## src/stall_slice.sv

```systemverilog
// ----------------------------------------------------------------------
// One-entry valid/ready slice with optional pseudo-random stall
// ----------------------------------------------------------------------

module stall_slice #(
    parameter type payload_t   = logic,
    parameter bit  StallRandom = 1'b1
) (
    input  logic     clk_i,
    input  logic     rst_n_i,
    input  logic     in_valid_i,
    input  payload_t in_i,
    output logic     in_ready_o,
    output logic     out_valid_o,
    output payload_t out_o,
    input  logic     out_ready_i
);

    logic        full_q;
    payload_t    data_q;
    logic [15:0] lfsr_q;
    logic        stall;

    // x^16 + x^14 + x^13 + x^11, stall on about a quarter of cycles
    always_ff @(posedge clk_i) begin
        if (!rst_n_i) begin
            lfsr_q <= 16'hACE1;
        end else begin
            lfsr_q <= {lfsr_q[14:0], lfsr_q[15] ^ lfsr_q[13] ^ lfsr_q[12] ^ lfsr_q[10]};
        end
    end

    assign stall       = StallRandom && (lfsr_q[1:0] == 2'b00);
    assign out_valid_o = full_q && !stall;
    assign out_o       = data_q;
    assign in_ready_o  = !full_q || (out_valid_o && out_ready_i);

    always_ff @(posedge clk_i) begin
        if (!rst_n_i) begin
            full_q <= 1'b0;
        end else if (in_valid_i && in_ready_o) begin
            full_q <= 1'b1;
        end else if (out_valid_o && out_ready_i) begin
            full_q <= 1'b0;
        end
    end

    always_ff @(posedge clk_i) begin
        if (in_valid_i && in_ready_o) begin
            data_q <= in_i;
        end
    end

    // A stalled item is offered again unchanged
    assert property (@(posedge clk_i) disable iff (!rst_n_i)
        (out_valid_o && !out_ready_i) |=> $stable(out_o))
        else $error("slice output changed under back-pressure");

endmodule

```

## config.mk

```make
export PLATFORM = sky130hd
export DESIGN_NAME = stall_slice
export DESIGN_NICKNAME = d
export VERILOG_FILES = /design/src/stall_slice.sv
export SDC_FILE = /design/constraint.sdc
export NUM_CORES = 1
export LEC_CHECK = 0
export ABC_CLOCK_PERIOD_IN_PS = 1820
export BUFFER_PORTS_ARGS = -buffer_cell sky130_fd_sc_hd__buf_2
export CORE_MARGIN = 3
export CORE_UTILIZATION = 35
export CTS_CLUSTER_SIZE = 16
export DETAILED_ROUTE_END_ITERATION = 10
export GPL_TIMING_DRIVEN = 0
export PLACE_DENSITY = 0.56
export SLEW_MARGIN = 0
export SYNTH_ARGS = -nofsm -noshare
export SYNTH_HDL_FRONTEND = slang
export SYNTH_SLANG_ARGS = --single-unit
```

## constraint.sdc

```tcl
create_clock -name clk_i -period 1.82 [get_ports clk_i]
set_input_delay 0.364 -clock clk_i [delete_from_list [all_inputs] [get_ports clk_i]]
set_output_delay 0.364 -clock clk_i [all_outputs]
set_load 0.02 [all_outputs]
```

# Word level (Yosys, flattened, before mapping)
# Index checks and enable logic that the tools add are counted.
# W data, S select, Z words.
word_totals:
  register_bits: 18
  input_bits: 5
  out_inout_bits: 3
  wordCells: 16
classes:
  n_mux: 2
  bitwise_logic: 3
  n_reduce_logical: 8
ops:
  columns: ["operator", "count"]
  rows:
  - ["$logic_and A1 B1 Y1", 3]
  - ["$xor A1 B1 Y1", 3]
  - ["$logic_not A1 Y1", 2]
  - ["$logic_not A2 Y1", 1]
  - ["$mux W1", 2]
  - ["$reduce_bool A2 Y1", 1]
  - ["$logic_or A1 B1 Y1", 1]

# Depth between registers and ports, before layout
depth:
  word_depth: 7
  depth_mapped: 3
  mapped_depth_nobuf: 3

# Worst setup path after synthesis
# Ideal clock, no wire load.
synth_timing:
  path_kind: "flip-flop to flip-flop"
  startpoint: "reg lfsr_q[1]"
  endpoint: "reg data_q, in the netlist out_o, enable pin"
  setup_time_ns: 0.242
  arrival_ns: 0.814
  required_ns: 1.578
  path_slack_ns: 0.764
  path_stages_with_launch: 4
  n_path_buf: 0
  period_less_slack_ns: 1.056
  cell_sequence: "dfxtp_1 > o21ai_1 > nand2_1 > and2_1"
synth_via:
  elab_chain_cells: 6
synth_rtl:
  columns: ["element", "line_no", "text"]
  rows:
  - ["from (decl)", "21", "logic [15:0] lfsr_q;"]
  - ["from (signal assigned)", "29", "lfsr_q <= {lfsr_q[14:0], lfsr_q[15] ^ lfsr_q[13] ^ lfsr_q[12] ^ lfsr_q[10]};"]
  - ["$logic_not A2 Y1", "33", "assign stall = StallRandom && (lfsr_q[1:0] == 2'b00);"]
  - ["$logic_not A1 Y1", "34", "assign out_valid_o = full_q && !stall;"]
  - ["$logic_and A1 B1 Y1", "34", null]
  - ["$logic_and A1 B1 Y1", "36", "assign in_ready_o = !full_q || (out_valid_o && out_ready_i);"]
  - ["$logic_or A1 B1 Y1", "36", null]
  - ["named net in_ready_o", "13", "output logic in_ready_o,"]
  - ["$logic_and A1 B1 Y1", "49", "if (in_valid_i && in_ready_o) begin"]
  - ["to (signal assigned)", "50", "data_q <= in_i;"]
  - ["to (decl)", "20", "payload_t data_q;"]
# The timed path passes the listed nets, and every way through them passes these cells.
# A chain may end at the register's enable or synchronous reset.

# Worst setup path in the final report
layout_timing:
  startpoint: "reg lfsr_q[1]"
  endpoint: "out in_ready_o"
layout_via:
  elab_chain_cells: 5
layout_rtl:
  columns: ["element", "line_no"]
  rows:
  - ["$logic_not A2 Y1", "33"]
  - ["$logic_not A1 Y1", "34"]
  - ["$logic_and A1 B1 Y1", "34"]
  - ["$logic_and A1 B1 Y1", "36"]
  - ["$logic_or A1 B1 Y1", "36"]
  - ["to (decl)", "13"]
# No other way between the ends.

==> flow_metrics.py <==
metrics = {
    "status": {
        "status": "complete, no violations",
    },
    "layout": {
        "drive_above_1_share_pct": 23.6,
        "post-route-cell-area_sq_um": 632,
        "final_nets": 61,
        "stdcell_count": 70,
        "area_growth_pct": 16.6,
        "n_antenna_cell": 0,
    },
    "job": {
        "maxCapViolCount": 0,
    },
    "grt": {
        "antenna_found_initial": 0,
        "grt_overflow": 0,
        "grt_pass1_wl_microns": 1170,
        "track_usage_pct": 8.22,
        "grt_max_degree": 11,
        "grt_pass1_vias": 287,
    },
    "yosys": {
        "netlist_area_sq_um": 542,
        "synth_cells": 44,
        "synth_nets": 49,
        "yosysUniqueCellTypes": 14,
        "ys_warn_count": 0,
        "synth-xor-area-share_pct": 4.85,
        "synth_simple_gate_area_share_pct": 22.6,
        "synth-adder-area-share_pct": 0,
        "synth_compound_area_share_pct": 3.23,
        "synth-seq-cells": 18,
        "synth_top_family_by_area": "simple AND/OR/NAND/NOR gates",
        "synthMuxAreaShare_pct": 0,
        "avgSynthCellArea_sq_um": 12.3,
        "yosysSeqAreaShare_pct": 68.4,
    },
    "clock_tree": {
        "clkTransAtPathRegs_ps": 100,
        "h-tree-depth": 1,
        "clock-sinks": 18,
        "cts-buffers-inserted": 3,
        "cts-hold-fix-buffers": 0,
        "clockRootBuffer": "clkbuf_4",
        "ctsResizeCount": 0,
        "cts_tree": "yes",
        "clockBufferDepth": 2,
        "cts_setup_buffers": 0,
        "insertion_delay_ps": 280,
    },
    "floorplan": {
        "die_y_microns": 45.3,
        "die_width_microns": 45.3,
        "start_util_pct": 39.2,
        "core_sq_um": 1380,
        "rows": 13,
        "die-area_sq_um": 2060,
        "ios": 8,
    },
    "drt": {
        "wl_met1_microns": 356,
        "wl_microns": 656,
        "drt_iter0_markers": 4,
        "drc": 0,
        "wire_per_inst_microns": 9.37,
        "met2_length_microns": 269,
        "ant_nets": 0,
        "routed_via_density": 4.09,
        "firstDrtPassIters": 4,
        "vias": 286,
        "top_layer": "met4",
        "wl_met3_microns": 24,
    },
    "timing": {
        "clock_skew_ps": 0.508,
        "period_share_pct": 75.8,
        "rsz0062_at_grt": "false",
        "final-hold-violation-count": 0,
        "setup_viol": 0,
        "fin_crit_ps": 1380,
        "fin_ws_ps": 440,
        "fmax_ghz": 0.725,
        "hold_ws_ps": 252,
        "slew_violations": 0,
        "slew_headroom_pct": 88.2,
        "tns_ps": 0,
        "tightest_slew_ps": 176,
    },
    "setup_path": {
        "worstPathCellList": "o21ai_1, nand2_1, buf_2",
        "cpMaxStageDelayCell": "dfxtp_1",
        "endpoint_kind": "primary output",
        "cp_max_fo": 3,
        "max_stage_delay_ps": 340,
        "worstPathArrival_ps": 1020,
        "cpLargestDelayFamily": "flip-flops",
        "critPathLaunchType": "register",
        "crit_buf_inv": 1,
        "cp.required_ps": 1460,
        "crit_type": "register to primary output",
    },
    "placed_design": {
        "numPortBuffers": 7,
        "post-place-ws_ps": 676,
        "hpwl_microns": 453,
        "place_congestion": 0.554,
        "dpl-instance-area_sq_um": 596,
        "place_inst": 66,
    },
    "pwr": {
        "irDropWorstVdd_mv": 0.465,
        "p_leak_uw": 0.000274,
        "power_density_nw_per_um2": 1150,
    },
    "hold_path": {
        "min_path_type": "primary input to register",
    },
}
## synthesized netlist by cell type
| library cell | instances | share of area (%) |
|---|---|---|
| o21a_1 | 1 | 1.4 |
| or2b_1 | 5 | 6.9 |
| a21oi_1 | 1 | 0.92 |
| dfxtp_1 | 17 | 63 |
| nand2_1 | 2 | 1.4 |
| clkbuf_2 | 1 | 0.92 |
| nor2b_1 | 1 | 1.2 |
| and2_1 | 9 | 10 |
| xnor2_1 | 1 | 1.6 |
| xor2_1 | 2 | 3.2 |
| o21ai_1 | 1 | 0.92 |
| edfxtp_1 | 1 | 5.5 |
| nand2b_1 | 1 | 1.2 |
| or2b_2 | 1 | 1.6 |
## registers in the layout, indices dropped and copies added (netlist names)
signal,count
out_o,1
full_q,1
lfsr_q,16
## power breakdown
part	switching (uW)	internal, uW
combinational	26.7	28.8
clock	113	122
sequential	11.2	426
## cell usage in the layout, fill, tap and decap left out, drive strengths merged
cell,count
nand2b,1
xor2,2
dfxtp,17
or2b,6
clkbuf,5
o21a,1
and2,9
edfxtp,1
a21oi,1
nor2b,1
nand2,2
xnor2,1
buf,7
o21ai,1
## final timing paths
check	start	to	slack (ps)	cells past startpoint
max	lfsr_q[1]$_SDFF_PN0_	in_ready_o	440	3
min	in_i	out_o$_DFFE_PP_	250	1
max reg2reg	lfsr_q[1]$_SDFF_PN0_	out_o$_DFFE_PP_	860	3
min reg2reg	lfsr_q[14]$_SDFF_PN0_	lfsr_q[15]$_SDFF_PN1_	410	1
## cell type report
type                       count  area [sq um]
buffer                         1          5.00
sequential                    18           370
timing repair buffer           7          35.0
clock buffer                   4          36.3
multi-input combinational     25           166
fill                         129           751
tap                           15          18.8
## routing by layer
| layer | vias to the layer above | GRT usage, % |
|---|---|---|
| li1 | 158 | - |
| met3 | 2 | 2.39 |
| met2 | 3 | 10.7 |
| met5 | - | 0 |
| met4 | 0 | 7.02 |
| met1 | 123 | 10.8 |
## cells by family (layout without fill, tap and decap cells)
family,after synthesis,count (layout)
compound gates,3,3
flops,18,18
xor+xnor,3,3
buf+inv,1,12
simple gates,19,19
## stage by stage
stage,utilization (%),power [uW]
detailed placement,43.1,502
finish,45.7,727
floorplan,-,484
global route,45.7,763
global placement,43.1,502
CTS,45.7,742
Power figures use the tool's default switching activity.
