==> src/soc_pkg.sv <==
// ----------------------------------------------------------------------
// Bus widths, address map, request and response structs, boot ROM image
// ----------------------------------------------------------------------

package soc_pkg;

    localparam int unsigned ADDR_W = 32;
    localparam int unsigned DATA_W = 64;
    localparam int unsigned BE_W   = DATA_W / 8;
    localparam int unsigned OFFS_W = $clog2(BE_W);

    typedef logic [ADDR_W-1:0] addr_t;
    typedef logic [DATA_W-1:0] data_t;
    typedef logic [BE_W-1:0]   be_t;

    // One request beat, 105 bits
    typedef struct packed {
        logic  we;
        addr_t addr;
        data_t wdata;
        be_t   be;
    } bus_req_t;

    typedef struct packed {
        data_t rdata;
        logic  err;
    } bus_rsp_t;

    typedef enum logic [2:0] {
        REGION_ROM,
        REGION_CLINT,
        REGION_HOST,
        REGION_DRAM,
        REGION_NONE
    } region_e;

    // ------------------------------------------------------------------
    // Address map
    // ------------------------------------------------------------------
    localparam addr_t ROM_BASE   = 32'h0001_0000;
    localparam addr_t ROM_LEN    = 32'h0000_1000;
    localparam addr_t CLINT_BASE = 32'h0200_0000;
    localparam addr_t CLINT_LEN  = 32'h0000_C000;
    localparam addr_t HOST_BASE  = 32'h0300_0000;
    localparam addr_t HOST_LEN   = 32'h0000_1000;
    localparam addr_t DRAM_BASE  = 32'h8000_0000;

    // CLINT register offsets, hart 0 only
    localparam addr_t MSIP_OFFS     = 32'h0000_0000;
    localparam addr_t MTIMECMP_OFFS = 32'h0000_4000;
    localparam addr_t MTIME_OFFS    = 32'h0000_BFF8;

    // ------------------------------------------------------------------
    // Boot ROM image
    // ------------------------------------------------------------------
    localparam int unsigned ROM_WORDS = 16;

    typedef data_t rom_image_t [ROM_WORDS];

    function automatic rom_image_t gen_rom_image();
        rom_image_t img;
        for (int i = 0; i < ROM_WORDS; i++) begin
            img[i] = 64'h0B00_7000_0000_0000 + data_t'(i) * 64'h0101;
        end
        return img;
    endfunction

    localparam rom_image_t ROM_IMAGE = gen_rom_image();

    // Replace the enabled bytes of a word
    function automatic data_t be_merge(data_t old_word, data_t new_word, be_t be);
        data_t merged;
        merged = old_word;
        for (int b = 0; b < BE_W; b++) begin
            if (be[b]) begin
                merged[8*b +: 8] = new_word[8*b +: 8];
            end
        end
        return merged;
    endfunction

endpackage

==> src/bus_decoder.sv <==
// ----------------------------------------------------------------------
// Address decoder with a single outstanding transaction
// ----------------------------------------------------------------------

module bus_decoder
    import soc_pkg::*;
#(
    parameter int unsigned DramWords = 1024
) (
    input  logic     clk_i,
    input  logic     rst_n_i,
    input  logic     req_valid_i,
    input  bus_req_t req_i,
    output logic     req_ready_o,
    output logic     rsp_valid_o,
    output bus_rsp_t rsp_o,
    output logic     rom_req_o,
    output logic     regs_req_o,
    output bus_req_t tgt_req_o,
    input  data_t    rom_rdata_i,
    input  data_t    regs_rdata_i,
    output logic     dram_valid_o,
    input  logic     dram_ready_i,
    input  logic     dram_rsp_valid_i,
    input  bus_rsp_t dram_rsp_i,
    output logic     dram_rsp_ready_o
);

    localparam addr_t DramLen = addr_t'(DramWords * BE_W);

    region_e  region_d;
    region_e  region_q;
    logic     accept;
    logic     busy_q;
    logic     stb_q;
    logic     rsp_pend_q;
    logic     dram_valid_q;
    bus_req_t req_q;

    function automatic logic in_window(addr_t addr, addr_t base, addr_t len);
        return (addr >= base) && ((addr - base) < len);
    endfunction

    // ROM writes fall into the error region
    always_comb begin
        if (in_window(req_i.addr, ROM_BASE, ROM_LEN)) begin
            region_d = req_i.we ? REGION_NONE : REGION_ROM;
        end else if (in_window(req_i.addr, CLINT_BASE, CLINT_LEN)) begin
            region_d = REGION_CLINT;
        end else if (in_window(req_i.addr, HOST_BASE, HOST_LEN)) begin
            region_d = REGION_HOST;
        end else if (in_window(req_i.addr, DRAM_BASE, DramLen)) begin
            region_d = REGION_DRAM;
        end else begin
            region_d = REGION_NONE;
        end
    end

    assign req_ready_o = !busy_q;
    assign accept      = req_valid_i && req_ready_o;

    always_ff @(posedge clk_i) begin
        if (!rst_n_i) begin
            busy_q       <= 1'b0;
            stb_q        <= 1'b0;
            rsp_pend_q   <= 1'b0;
            dram_valid_q <= 1'b0;
            region_q     <= REGION_NONE;
        end else begin
            // Local targets answer one cycle after their strobe
            stb_q      <= accept && (region_d != REGION_DRAM);
            rsp_pend_q <= stb_q;
            if (accept) begin
                busy_q   <= 1'b1;
                region_q <= region_d;
            end else if (rsp_valid_o) begin
                busy_q <= 1'b0;
            end
            if (accept && (region_d == REGION_DRAM)) begin
                dram_valid_q <= 1'b1;
            end else if (dram_ready_i) begin
                dram_valid_q <= 1'b0;
            end
        end
    end

    always_ff @(posedge clk_i) begin
        if (accept) begin
            req_q <= req_i;
        end
    end

    assign tgt_req_o        = req_q;
    assign rom_req_o        = stb_q && (region_q == REGION_ROM);
    assign regs_req_o       = stb_q && (region_q == REGION_CLINT || region_q == REGION_HOST);
    assign dram_valid_o     = dram_valid_q;
    assign dram_rsp_ready_o = 1'b1;
    assign rsp_valid_o      = rsp_pend_q || dram_rsp_valid_i;

    // Response mux, selected by the region of the pending transaction
    always_comb begin
        rsp_o = '0;
        unique case (region_q)
            REGION_ROM:                rsp_o.rdata = rom_rdata_i;
            REGION_CLINT, REGION_HOST: rsp_o.rdata = regs_rdata_i;
            REGION_DRAM:               rsp_o       = dram_rsp_i;
            default:                   rsp_o.err   = 1'b1;
        endcase
    end

    // Every response belongs to an accepted request, also on the DRAM path
    assert property (@(posedge clk_i) disable iff (!rst_n_i) rsp_valid_o |-> busy_q)
        else $error("response strobe without outstanding request");

endmodule

==> config.mk <==
export PLATFORM = sky130hd
export DESIGN_NAME = bus_decoder
export DESIGN_NICKNAME = d
export VERILOG_FILES = /design/src/soc_pkg.sv /design/src/bus_decoder.sv
export SDC_FILE = /design/constraint.sdc
export NUM_CORES = 1
export LEC_CHECK = 0
export ABC_CLOCK_PERIOD_IN_PS = 4300
export BUFFER_PORTS_ARGS = -buffer_cell sky130_fd_sc_hd__buf_2
export CAP_MARGIN = 20
export CELL_PAD_IN_SITES_DETAIL_PLACEMENT = 0
export CELL_PAD_IN_SITES_GLOBAL_PLACEMENT = 1
export CORE_AREA = 5 5 182 184
export DETAILED_ROUTE_END_ITERATION = 8
export DIE_AREA = 0 0 187 189
export PLACE_DENSITY_LB_ADDON = 0.3
export REMOVE_ABC_BUFFERS = 1
export SETUP_SLACK_MARGIN = 0.3
export SLEW_MARGIN = 30
export SYNTH_ARGS = -nofsm -noshare
export SYNTH_HDL_FRONTEND = slang
export SYNTH_SLANG_ARGS = --single-unit
==> constraint.sdc <==
create_clock -name clk_i -period 4.3 [get_ports clk_i]
set_clock_uncertainty 0.2 [all_clocks]
set_input_delay 0.43 -clock clk_i [delete_from_list [all_inputs] [get_ports clk_i]]
set_output_delay 0.43 -clock clk_i [all_outputs]
set_load 0.02 [all_outputs]
Word-level counts from Yosys, hierarchy flattened:

Cells that the tools add are included.

* magnitude comparators: 8
* reduce and logical (&&, ||, !) cells: 17
* equality and inequality tests: 5
* multiplexer cells: 11
* add/sub/neg operators: 4

Operator list (number)
* $pmux W64 S3: 1
* $ge A32 B26 Y1 const B: 2
* $lt A32 B13 Y1 const B: 2
* $sub A32 B26 Y32 const B: 2
* $ge A32 B17 Y1 const B: 1
* $ge A32 B32 Y1 const B: 1
* $lt A32 B14 Y1 const B: 1
* $lt A32 B16 Y1 const B: 1
* $sub A32 B17 Y32 const B: 1
* $sub A32 B32 Y32 const B: 1
* $mux W3: 5
* $eq A3 B2 Y1 const B: 3
* $logic_and A1 B1 Y1: 9
* $mux W1: 4
* $reduce_bool A2 Y1: 2
* $eq A3 B1 Y1 const B: 1
* $logic_not A3 Y1: 1
* $ne A3 B2 Y1 const B: 1
* $reduce_or A3 Y1: 1
* $logic_or A1 B1 Y1: 2
* $pmux W1 S2: 1
* $reduce_or A2 Y1: 1
* $logic_not A1 Y1: 1

* logic and storage cells: 54
* input port bits: 303
* flip-flop bits (word level): 112

Logic depth before layout (Yosys ltp):

Gate-level depths: netlist of run 1.

* depth in word-level cells: 10
* mapped depth: 8
* mapped depth without buffers: 8

Worst setup path after synthesis of run 1:

OpenSTA, ideal clock, no wires.

* kind: reg2reg
* from: reg busy_q
* to: reg region_q[1]
* setup slack: 794 ps
* library setup time: 76 ps
* cell stages (with the launch flop): 6
* period minus slack after synthesis: 3506 ps
* data arrival time: 3229 ps
* path through: dfxtp_1 > inv_1 > nand2_1 > inv_1 > o21ai_0 > a21boi_1

* cells in the longest elaborated chain, start to end: 2

RTL lines
* from (decl): line bus_decoder.sv:34 `logic busy_q;`
* from (signal assigned): line bus_decoder.sv:64 `busy_q <= 1'b0;`
* from (signal assigned): line bus_decoder.sv:74 `busy_q <= 1'b1;`
* from (signal assigned): line bus_decoder.sv:77 `busy_q <= 1'b0;`
* $logic_not A1 Y1: line bus_decoder.sv:59 `assign req_ready_o = !busy_q;`
* via req_ready_o: line bus_decoder.sv:14 `output logic req_ready_o,`
* $logic_and A1 B1 Y1: line bus_decoder.sv:60 `assign accept = req_valid_i && req_ready_o;`
* via accept: line bus_decoder.sv:33 `logic accept;`
* to (signal assigned): line bus_decoder.sv:75 `region_q <= region_d;`
* to (decl): line bus_decoder.sv:32 `region_e region_q;`

The timed path passes the listed nets, and every way through them passes these cells.
A chain may end at the register's enable or synchronous reset.

==> results of run 1 <==
## area by class of cell
| type | count | share of cell area, % |
|---|---|---|
| clock inverters | 6 | 0.551 |
| clock buffers | 10 | 2.52 |
| diodes | 3 | 0.0826 |
| repair buffers | 485 | 27.2 |
| inverters | 6 | 0.275 |
| multi-input cells | 327 | 27.5 |
| well taps | 402 | 5.53 |
| flip-flops and latches | 112 | 36.3 |
## cell families (layout without fill, tap and decap cells)
| kind of cell | after synthesis | count (layout) | share of synthesized area, % |
|---|---|---|---|
| muxes | 65 | 65 | 10.8 |
| and+or+nand+nor | 109 | 109 | 11.3 |
| DFF | 112 | 112 | 54.7 |
| other | 1 | 4 | 0.0623 |
| adders and majority gates | 3 | 3 | 0.624 |
| xor gates and xnor gates | 3 | 3 | 0.437 |
| buffers and inverters | 52 | 507 | 3.66 |
| AOI/OAI and AO/OA | 146 | 146 | 18.3 |
## power breakdown
part / total [W] / switching (W) / internal [W] / leakage [nW]
clock network: 0.000813 / 0.000409 / 0.000405 / 0.141
registers: 0.00130 / 0.0000367 / 0.00127 / 1.07
logic: 0.000548 / 0.000325 / 0.000224 / 2.62
total: 0.00267 / 0.000770 / 0.00190 / 3.83
## final timing paths
check                           startpoint                      end  slack (ps)  cells after the start
hold reg to reg           stb_q$_SDFF_PN0_    rsp_pend_q$_SDFF_PN0_         270                      1
setup / recovery  region_q[1]$_SDFFE_PN0P_                 rsp_o[4]        1260                      4
setup reg to reg       busy_q$_SDFFE_PN0P_  tgt_req_o[69]$_DFFE_PP_        2200                      4
hold / removal                   req_i[47]  tgt_req_o[47]$_DFFE_PP_          40                      1
## layer usage
metal | track usage [%] | up-vias | share of wire (%)
met4 | 3.33 | 14 | 1.9
met2 | 28.1 | 311 | 54
met5 | 0 | - | 0.35
met1 | 13.8 | 2667 | 34
li1 | - | 2852 | -
met3 | 6.53 | 34 | 10
## state kept, by name (all words and copies together), names as in the netlist
register      cells
rsp_pend_q        1
dram_valid_o      1
busy_q            1
stb_q             1
tgt_req_o       105
region_q          3
## synthesized netlist by cell type (2+ instances only)
master / instances / area share (%)
a211oi_1: 129 / 16
edfxtp_1: 105 / 52
nor2b_1: 67 / 7.0
mux2i_1: 65 / 11
clkbuf_1: 31 / 1.9
buf_2: 11 / 0.92
nand2_1: 9 / 0.56
nor2_1: 8 / 0.50
dfxtp_1: 7 / 2.3
inv_1: 6 / 0.37
nor3_1: 5 / 0.42
buf_4: 3 / 0.37
ha_1: 3 / 0.62
nand3_1: 3 / 0.25
nand4_1: 3 / 0.31
nor4_4: 3 / 1.1
o2111ai_1: 3 / 0.44
o21ai_0: 3 / 0.25
a21boi_0: 2 / 0.25
a21oi_1: 2 / 0.17
and2_1: 2 / 0.21
nor4_1: 2 / 0.21
or2_2: 2 / 0.21
or3b_1: 2 / 0.29
xnor2_1: 2 / 0.29
## metrics by stage
stage          hold WS (ps)  total power, W  std cells  util, %
5_1_grt                17.6         0.00280       1350     29.1
2_1_floorplan           231         0.00159        445        -
4_1_cts                16.7         0.00272       1348     29.1
3_5_place_dp            262         0.00189       1332     28.2
6_report               39.5         0.00267       1351     29.1
3_3_place_gp            257         0.00189       1332     28.2
==> flow_summary_export.csv, run 1 <==
group,metric,value,unit
run_status,run_status,"complete, no violations",
timing,rsz0062_at_grt,"no",
clock_network,ctsResizeCount,0,
timing,slew_headroom,44.2,%
finish,final_common_cell,"buf_2",
setup_path,start_kind,"register",
route,first_pass_iters,6,
setup_path,critical_path_required,3670,ps
clock_network,postCtsHoldBufs,0,
setup_path,path_delay_family,"buffers and inverters",
grt,grt_pass1_wl,39000,um
route,drt_wl_total,27100,um
grt,antenna_found_initial,10,
grt,grt_pass1_vias,6020,
pwr,p_leak,3.83,nW
timing,finalHoldViolations,0,
job,cap_viol_max_count,0,
clock_network,insertion_delay,350,ps
pwr,vdd_drop_max,0.000174,V
clock_network,cts_setup_buffers,0,
yosys,ys_warn_count,0,
yosys,ys_seq_area_share,54.7,%
finish,final_cell_mix,"buf_2, a211oi_1, edfxtp_1, nor2b_1, mux2i_1",
route,vias,5878,
route,drt_iter0_drc,213,
setup_path,max_stage_delay,740,ps
clock_network,cts_htree_levels,3,
clock_network,cts_root_buf,"clkbuf_16",
placed_design,place.gp.congestion,0.800,
finish,layout.nets,1247,
yosys,yosys_register_bits,112,
finish,ff_latch_area,3300,um^2
clock_network,cts_tree,"yes",
setup_path,path_cells,"buf_4, mux2i_1, a211oi_1, buf_2",
finish,drive_above_1_share,54.2,%
floorplan,fp.dieH,189,um
timing,final-setup-viol-count,0,
yosys,ys_types,38,
setup_path,slowest_stage,"dfxtp_4",
clock_network,numCtsBuffers,9,
grt,grt_usage,14.4,%
min_path,min_path_type,"input port to register",
yosys,syn_avg_cell_area,12.3,um^2
grt,grt_start_max_net_pins,95,
floorplan,io_pins,479,
route,wl_per_cell,20.0,um
finish,num-fill-cells,3408,
finish,area_growth,51.1,%
clock_network,clockBufferDepth,2,
route,ant_nets,0,
finish,multi_input_area,2500,um^2
placed_design,port_buffers,477,
finish,fin_area,9090,um^2
yosys,synth_area,6020,um^2
floorplan,placementRows,65,
timing,tightestPinTransition,837,ps
floorplan,initial_core_util,19.3,%
timing,final_max_slew_viol_count,0,
floorplan,die_x,187,um
yosys,syn_inst,491,
floorplan,coreArea,31200,um^2
timing,max_freq,329,MHz
route,drc,0,
route,viasPerCell,4.35,
timing,post-route-min-period,3040,ps
setup_path,crit_buf_inv,2,
grt,grt.overflow.total,0,
setup_path,endpoint_kind,"primary output",
placed_design,dp_hpwl,22900,um
timing,fin_crit_sh,70.7,%
clock_network,cts.sink_count,112,
floorplan,die_area,35300,um^2
timing,finalSetupTns,0,ps
setup_path,arrival,2410,ps
yosys,async_reset_ff_share,0,%
clock_network,clk_pin_slew,80,ps
yosys,synthFlopType,"edfxtp_1",
pwr,p_per_area,293,nW/um^2
placed_design,dp_slack,1510,ps
timing,setup_ws,1260,ps
placed_design,postPlaceCellArea,8800,um^2
yosys,synth_edf_count,105,
setup_path,cp_max_fo,50,
setup_path,crit_type,"register to primary output",
No activity file was read; power rests on OpenSTA's default activity.
==> run 2, diff against run 1 <==
--- a/config.mk
+++ b/config.mk
@@ -5,7 +5,7 @@
 export SDC_FILE = /design/constraint.sdc
 export NUM_CORES = 1
 export LEC_CHECK = 0
-export ABC_CLOCK_PERIOD_IN_PS = 4300
+export ABC_CLOCK_PERIOD_IN_PS = 2800
 export BUFFER_PORTS_ARGS = -buffer_cell sky130_fd_sc_hd__buf_2
 export CAP_MARGIN = 20
 export CELL_PAD_IN_SITES_DETAIL_PLACEMENT = 0
==> constraint.sdc (replaced) <==
create_clock -name clk_i -period 2.8 [get_ports clk_i]
set_clock_uncertainty 0.2 [all_clocks]
set_input_delay 0.28 -clock clk_i [delete_from_list [all_inputs] [get_ports clk_i]]
set_output_delay 0.28 -clock clk_i [all_outputs]
set_load 0.02 [all_outputs]
==> run 2 against run 1 <==
Global-route usage rose by 0.64 points. Hold slack improved by 8.0 ps. Utilization is 3.9 points higher. Via count increased by 8.4%. Sequential power rose by 53%. Largest power group unchanged. First-iteration DRC count fell by 30%. Sequential share of layout area fell by 4.3 points.
==> flow_summary_export.csv, run 2 (synthesized netlist as in run 1, its figures left out) <==
group,metric,value,unit
grt,antenna_found_initial,4,
timing,max_freq,416,MHz
timing,final-setup-viol-count,0,
finish,area_growth,71.4,%
pwr,vdd_drop_max,0.000277,V
route,vias,6374,
clock_network,clockBufferDepth,2,
floorplan,initial_core_util,19.3,%
setup_path,rr_endpoint,"tgt_req_o[58]$_DFFE_PP_",
finish,final_common_cell,"buf_2",
min_path,holdPathStages,1,
finish,layout.nets,1360,
finish,fin_area,10300,um^2
clock_network,cts.sink_count,112,
route,drt_wl_total,28400,um
grt,grt_usage,15.1,%
run_status,run_status,"complete, no violations",
min_path,hold_end,"tgt_req_o[99]$_DFFE_PP_",
floorplan,io_pins,479,
grt,grt.overflow.total,0,
clock_network,cts_htree_levels,3,
setup_path,endpoint_kind,"register",
setup_path,arrival,2430,ps
setup_path,cp_max_fo,5,
floorplan,placementRows,65,
placed_design,dp_hpwl,22800,um
route,drc,0,
clock_network,insertion_delay,340,ps
setup_path,crit_type,"input port to register",
route,viasPerCell,4.36,
clock_network,cts_tree,"yes",
timing,rsz0062_at_grt,"no",
floorplan,fp.dieH,189,um
clock_network,clk_pin_slew,70,ps
finish,utilization,33.0,%
pwr,p_per_area,417,nW/um^2
route,wl_per_cell,19.4,um
route,ant_nets,0,
placed_design,postPlaceCellArea,8910,um^2
timing,whs,47.5,ps
setup_path,r2r_slack,1180,ps
min_path,worstHoldStart,"req_i[99]",
setup_path,start_kind,"input port",
grt,grt_pass1_wl,41400,um
route,first_pass_iters,4,
pwr,fin_total_pwr,0.00430,W
job,cap_viol_max_count,0,
setup_path,critical_path_required,2830,ps
setup_path,r2r-start,"busy_q$_SDFFE_PN0P_",
timing,fin_crit_sh,85.8,%
timing,post-route-min-period,2400,ps
floorplan,coreArea,31200,um^2
pwr,p_leak,4.34,nW
clock_network,cts_root_buf,"clkbuf_16",
timing,final_max_slew_viol_count,0,
route,drt_iter0_drc,149,
grt,grt_pass1_vias,6510,
placed_design,port_buffers,477,
finish,largest_reg_flops,105,
finish,final_cell_mix,"buf_2, a211oi_1, edfxtp_1, dlygate4sd3_1, nor2b_1",
floorplan,die_x,187,um
finish,drive_above_1_share,49.3,%
grt,grt_start_max_net_pins,70,
clock_network,numCtsBuffers,9,
timing,finalHoldViolations,0,
placed_design,place.gp.congestion,0.791,
floorplan,die_area,35300,um^2
min_path,min_path_type,"input port to register",
setup_path,rr_worst_depth,4,
==> run 2: cell types whose count changed in the layout (fill, tap and decap cells not counted), sizes merged <==
cell and delta:
buf +9, diode -2, dlygate4sd3 +104, bufinv +1
inv -1
==> run 2: where the power goes <==
part	internal (W)	switching (W)	total, W
Sequential	0.00195	0.0000385	0.00199
Combinational	0.000450	0.000555	0.00100
Clock	0.000708	0.000598	0.00131
Total	0.00311	0.00119	0.00430
==> run 2: repair_timing <==
action | in CTS | in global routing
hold endpoints to repair | 104 | 0
resized for setup | 0 | 1
endpoints found under the setup margin | 13 | 5
hold buffers | 104 | 0
buffers inserted | 2 | 3
==> run 2: area by class of cell <==
cell class                      instances  area (um^2)
Clock buffer                           10          229
Antenna cell                            1         2.50
Inverter                                6         25.0
Sequential cell                       112         3300
Timing Repair Buffer                  598         3670
Tap cell                              402          503
Fill cell                            3223        20900
Clock inverter                          6         72.6
Multi-Input combinational cell        327         2500
==> run 2: stage by stage <==
stage | setup slack, ps | TNS (ps) | std cells
after floorplan | -3100 | -270880 | 445
after global placement | 599 | 0 | 1336
after detailed placement | 587 | 0 | 1336
after CTS | 386 | 0 | 1458
after global routing | 310 | 0 | 1462
final | 397 | 0 | 1462
==> run 2: how the worst max path moves through the flow <==
stage / startpoint / endpoint
floorplan: region_q[1]$_SDFFE_PN0P_ / rsp_o[10]
global placement: req_i[97] / region_q[2]$_SDFFE_PN1P_
detailed placement: req_i[97] / region_q[2]$_SDFFE_PN1P_
CTS: region_q[1]$_SDFFE_PN0P_ / rsp_o[50]
global route: region_q[0]$_SDFFE_PN0P_ / rsp_o[24]
finish: req_i[97] / region_q[2]$_SDFFE_PN1P_
==> run 2: routing by layer <==
metal / up-vias / part of all wire (%) / global-route usage, %
met1: 2937 / 35 / 15.2
met5: - / 0.12 / 0
met3: 33 / 8.8 / 5.31
li1: 3067 / - / -
met4: 6 / 2.3 / 3.75
met2: 331 / 54 / 29.5
==> run 2: critical path, stage by stage <==
cell	delay (ps)
dlygate4sd3_1	520
buf_2	140
inv_1	80
ha_1	250
and2_1	190
o2111ai_1	160
or3b_1	370
o2111ai_1	100
mux2i_1	240
o211ai_2	80
==> run 3, diff against run 2 <==
--- a/config.mk
+++ b/config.mk
@@ -10,9 +10,9 @@
 export CAP_MARGIN = 20
 export CELL_PAD_IN_SITES_DETAIL_PLACEMENT = 0
 export CELL_PAD_IN_SITES_GLOBAL_PLACEMENT = 1
-export CORE_AREA = 5 5 182 184
+export CORE_AREA = 3 3 185 187
 export DETAILED_ROUTE_END_ITERATION = 8
-export DIE_AREA = 0 0 187 189
+export DIE_AREA = 0 0 188 190
 export PLACE_DENSITY_LB_ADDON = 0.3
 export REMOVE_ABC_BUFFERS = 1
 export SETUP_SLACK_MARGIN = 0.3
==> run 3 against run 2 <==
Sequential share of layout area down 0.14 points. Final area is 0.42% higher. Worst setup slack better by 43 ps. Sequential power is essentially flat. Non-clock buffer count is 2 higher. First-iteration DRC count up 46%. Combinational power about the same. Register-to-register slack worse by 290 ps. Clock-buffer cell count up 1. Global-route usage shrank 0.64 points. Fmax rose by 1.8%. Highest routed layer unchanged.
==> flow_summary_export.csv, run 3 (synthesized netlist as in run 1, its figures left out) <==
group,metric,value,unit
placed_design,place_inst,1377,
grt,antenna_found_initial,11,
setup_path,crit_type,"input port to register",
finish,final_cell_mix,"buf_2, a211oi_1, edfxtp_1, dlygate4sd3_1, nor2b_1",
timing,finalSetupTns,0,ps
route,wl_per_cell,18.1,um
min_path,min_path_type,"input port to register",
grt,grt.busiest_layer,"met2",
floorplan,fp.dieH,190,um
clock_network,numCtsBuffers,9,
job,cap_viol_max_count,0,
clock_network,cts_root_buf,"clkbuf_16",
pwr,p_per_area,408,nW/um^2
clock_network,cts.sink_count,112,
placed_design,place.gp.congestion,0.823,
grt,grt.overflow.total,0,
setup_path,cp_max_fo,5,
route,drt_wl_total,27200,um
grt,grt_pass1_vias,6581,
setup_path,arrival,2390,ps
timing,tightestPinTransition,582,ps
finish,final_cells,1505,
finish,ff_latch_area,3300,um^2
setup_path,critical_path_required,2830,ps
min_path,worstHoldStart,"req_i[100]",
setup_path,path_cells,"dlygate4sd3_1, buf_2, inv_1, ha_2, and2_1, o2111ai_1, or3b_1, o2111ai_1, mux2i_1, o211ai_2",
clock_network,insertion_delay,350,ps
floorplan,coreArea,32600,um^2
timing,final-setup-viol-count,0,
floorplan,die_x,188,um
setup_path,max_stage_delay,530,ps
timing,setup_ws,440,ps
timing,fin_crit_sh,84.3,%
setup_path,slowest_stage,"dlygate4sd3_1",
finish,largest_reg_flops,105,
grt,grt_usage,14.4,%
grt,met3_usage,4.86,%
timing,post-route-min-period,2360,ps
finish,drive_above_1_share,49.4,%
route,ant_nets,0,
timing,max_freq,424,MHz
timing,whs,22.2,ps
timing,finalHoldViolations,0,
setup_path,rr_endpoint,"tgt_req_o[80]$_DFFE_PP_",
floorplan,placementRows,66,
setup_path,endpoint_kind,"register",
min_path,hold_end,"tgt_req_o[100]$_DFFE_PP_",
route,drc,0,
setup_path,r2r-start,"busy_q$_SDFFE_PN0P_",
pwr,vdd_drop_max,0.000233,V
run_status,run_status,"complete, no violations",
finish,multi_input_area,2510,um^2
clock_network,cts_htree_levels,3,
placed_design,dp_slack,575,ps
finish,utilization,31.7,%
route,viasPerCell,4.21,
grt,use_met1,14.5,%
floorplan,die_area,35700,um^2
min_path,holdPathStages,1,
finish,area_growth,72.1,%
route,drt_iter0_drc,218,
grt,grt_pass1_wl,39500,um
finish,num-fill-cells,3392,
clock_network,clk_pin_slew,80,ps
timing,slew_headroom,61.2,%
setup_path,cpMostUsedCell,"o2111ai_1",
pwr,p_leak,4.34,nW
setup_path,start_kind,"input port",
placed_design,port_buffers,477,
grt,met2_usage,27.2,%
floorplan,io_pins,479,
timing,final_max_slew_viol_count,0,
finish,layout.nets,1362,
finish,final_common_cell,"buf_2",
clock_network,cts_tree,"yes",
setup_path,rr_worst_depth,4,
placed_design,dp_hpwl,21600,um
route,first_pass_iters,4,
floorplan,initial_core_util,18.4,%
timing,rsz0062_at_grt,"yes",
route,vias,6338,
grt,grt_start_max_net_pins,58,
setup_path,r2r_slack,890,ps
clock_network,clockBufferDepth,2,
[run 3: final cells by class]
cell class,instances,area share (%)
Clock inverter,5,0.459
Antenna cell,2,0.0483
Multi-Input combinational cell,327,24.2
Tap cell,442,5.34
Sequential cell,112,31.9
Inverter,6,0.242
Timing Repair Buffer,600,35.6
Clock buffer,11,2.25
[run 3: how the worst max path moves through the flow]
stage	startpoint	endpoint	slack [ps]	cells past startpoint
finish	req_i[97]	region_q[2]$_SDFFE_PN1P_	440	10
global route	req_i[98]	region_q[2]$_SDFFE_PN1P_	300	10
CTS	region_q[1]$_SDFFE_PN0P_	rsp_o[57]	330	4
detailed placement	req_i[97]	region_q[2]$_SDFFE_PN1P_	570	9
global placement	req_i[97]	region_q[2]$_SDFFE_PN1P_	600	9
floorplan	region_q[1]$_SDFFE_PN0P_	rsp_o[10]	-3100	2
[run 3: metal layers]
layer	part of all wire (%)	routed length, um
met4	3.9	1060
met5	0.29	80
met3	8.5	2330
met1	35	9570
met2	52	14200
[run 3: metrics by stage]
stage / total power (W) / cell area [um^2]
floorplan: 0.00243 / 5820
global placement: 0.00291 / 8940
detailed placement: 0.00291 / 8940
CTS: 0.00429 / 10300
global route: 0.00444 / 10400
finish: 0.00422 / 10400
[run 3: timing repair]
item	in CTS	in global routing
gates resized for setup	0	2
hold buffers	104	0
gates cloned	0	0
pin swaps	0	0
setup endpoints to repair	12	7
buffers inserted	2	4
hold endpoints to repair	105	0
[run 3: critical path: cells and delay by family]
family,cells,cell delay (ps)
compound gates,3,340
buf+inv,3,760
mux,1,240
simple gates,2,550
fa+ha+maj,1,210
[run 3: where the power goes]
part | total (W) | internal (W) | switching [W]
logic | 0.00101 | 0.000453 | 0.000552
registers | 0.00198 | 0.00195 | 0.0000376
clock network | 0.00123 | 0.000624 | 0.000608
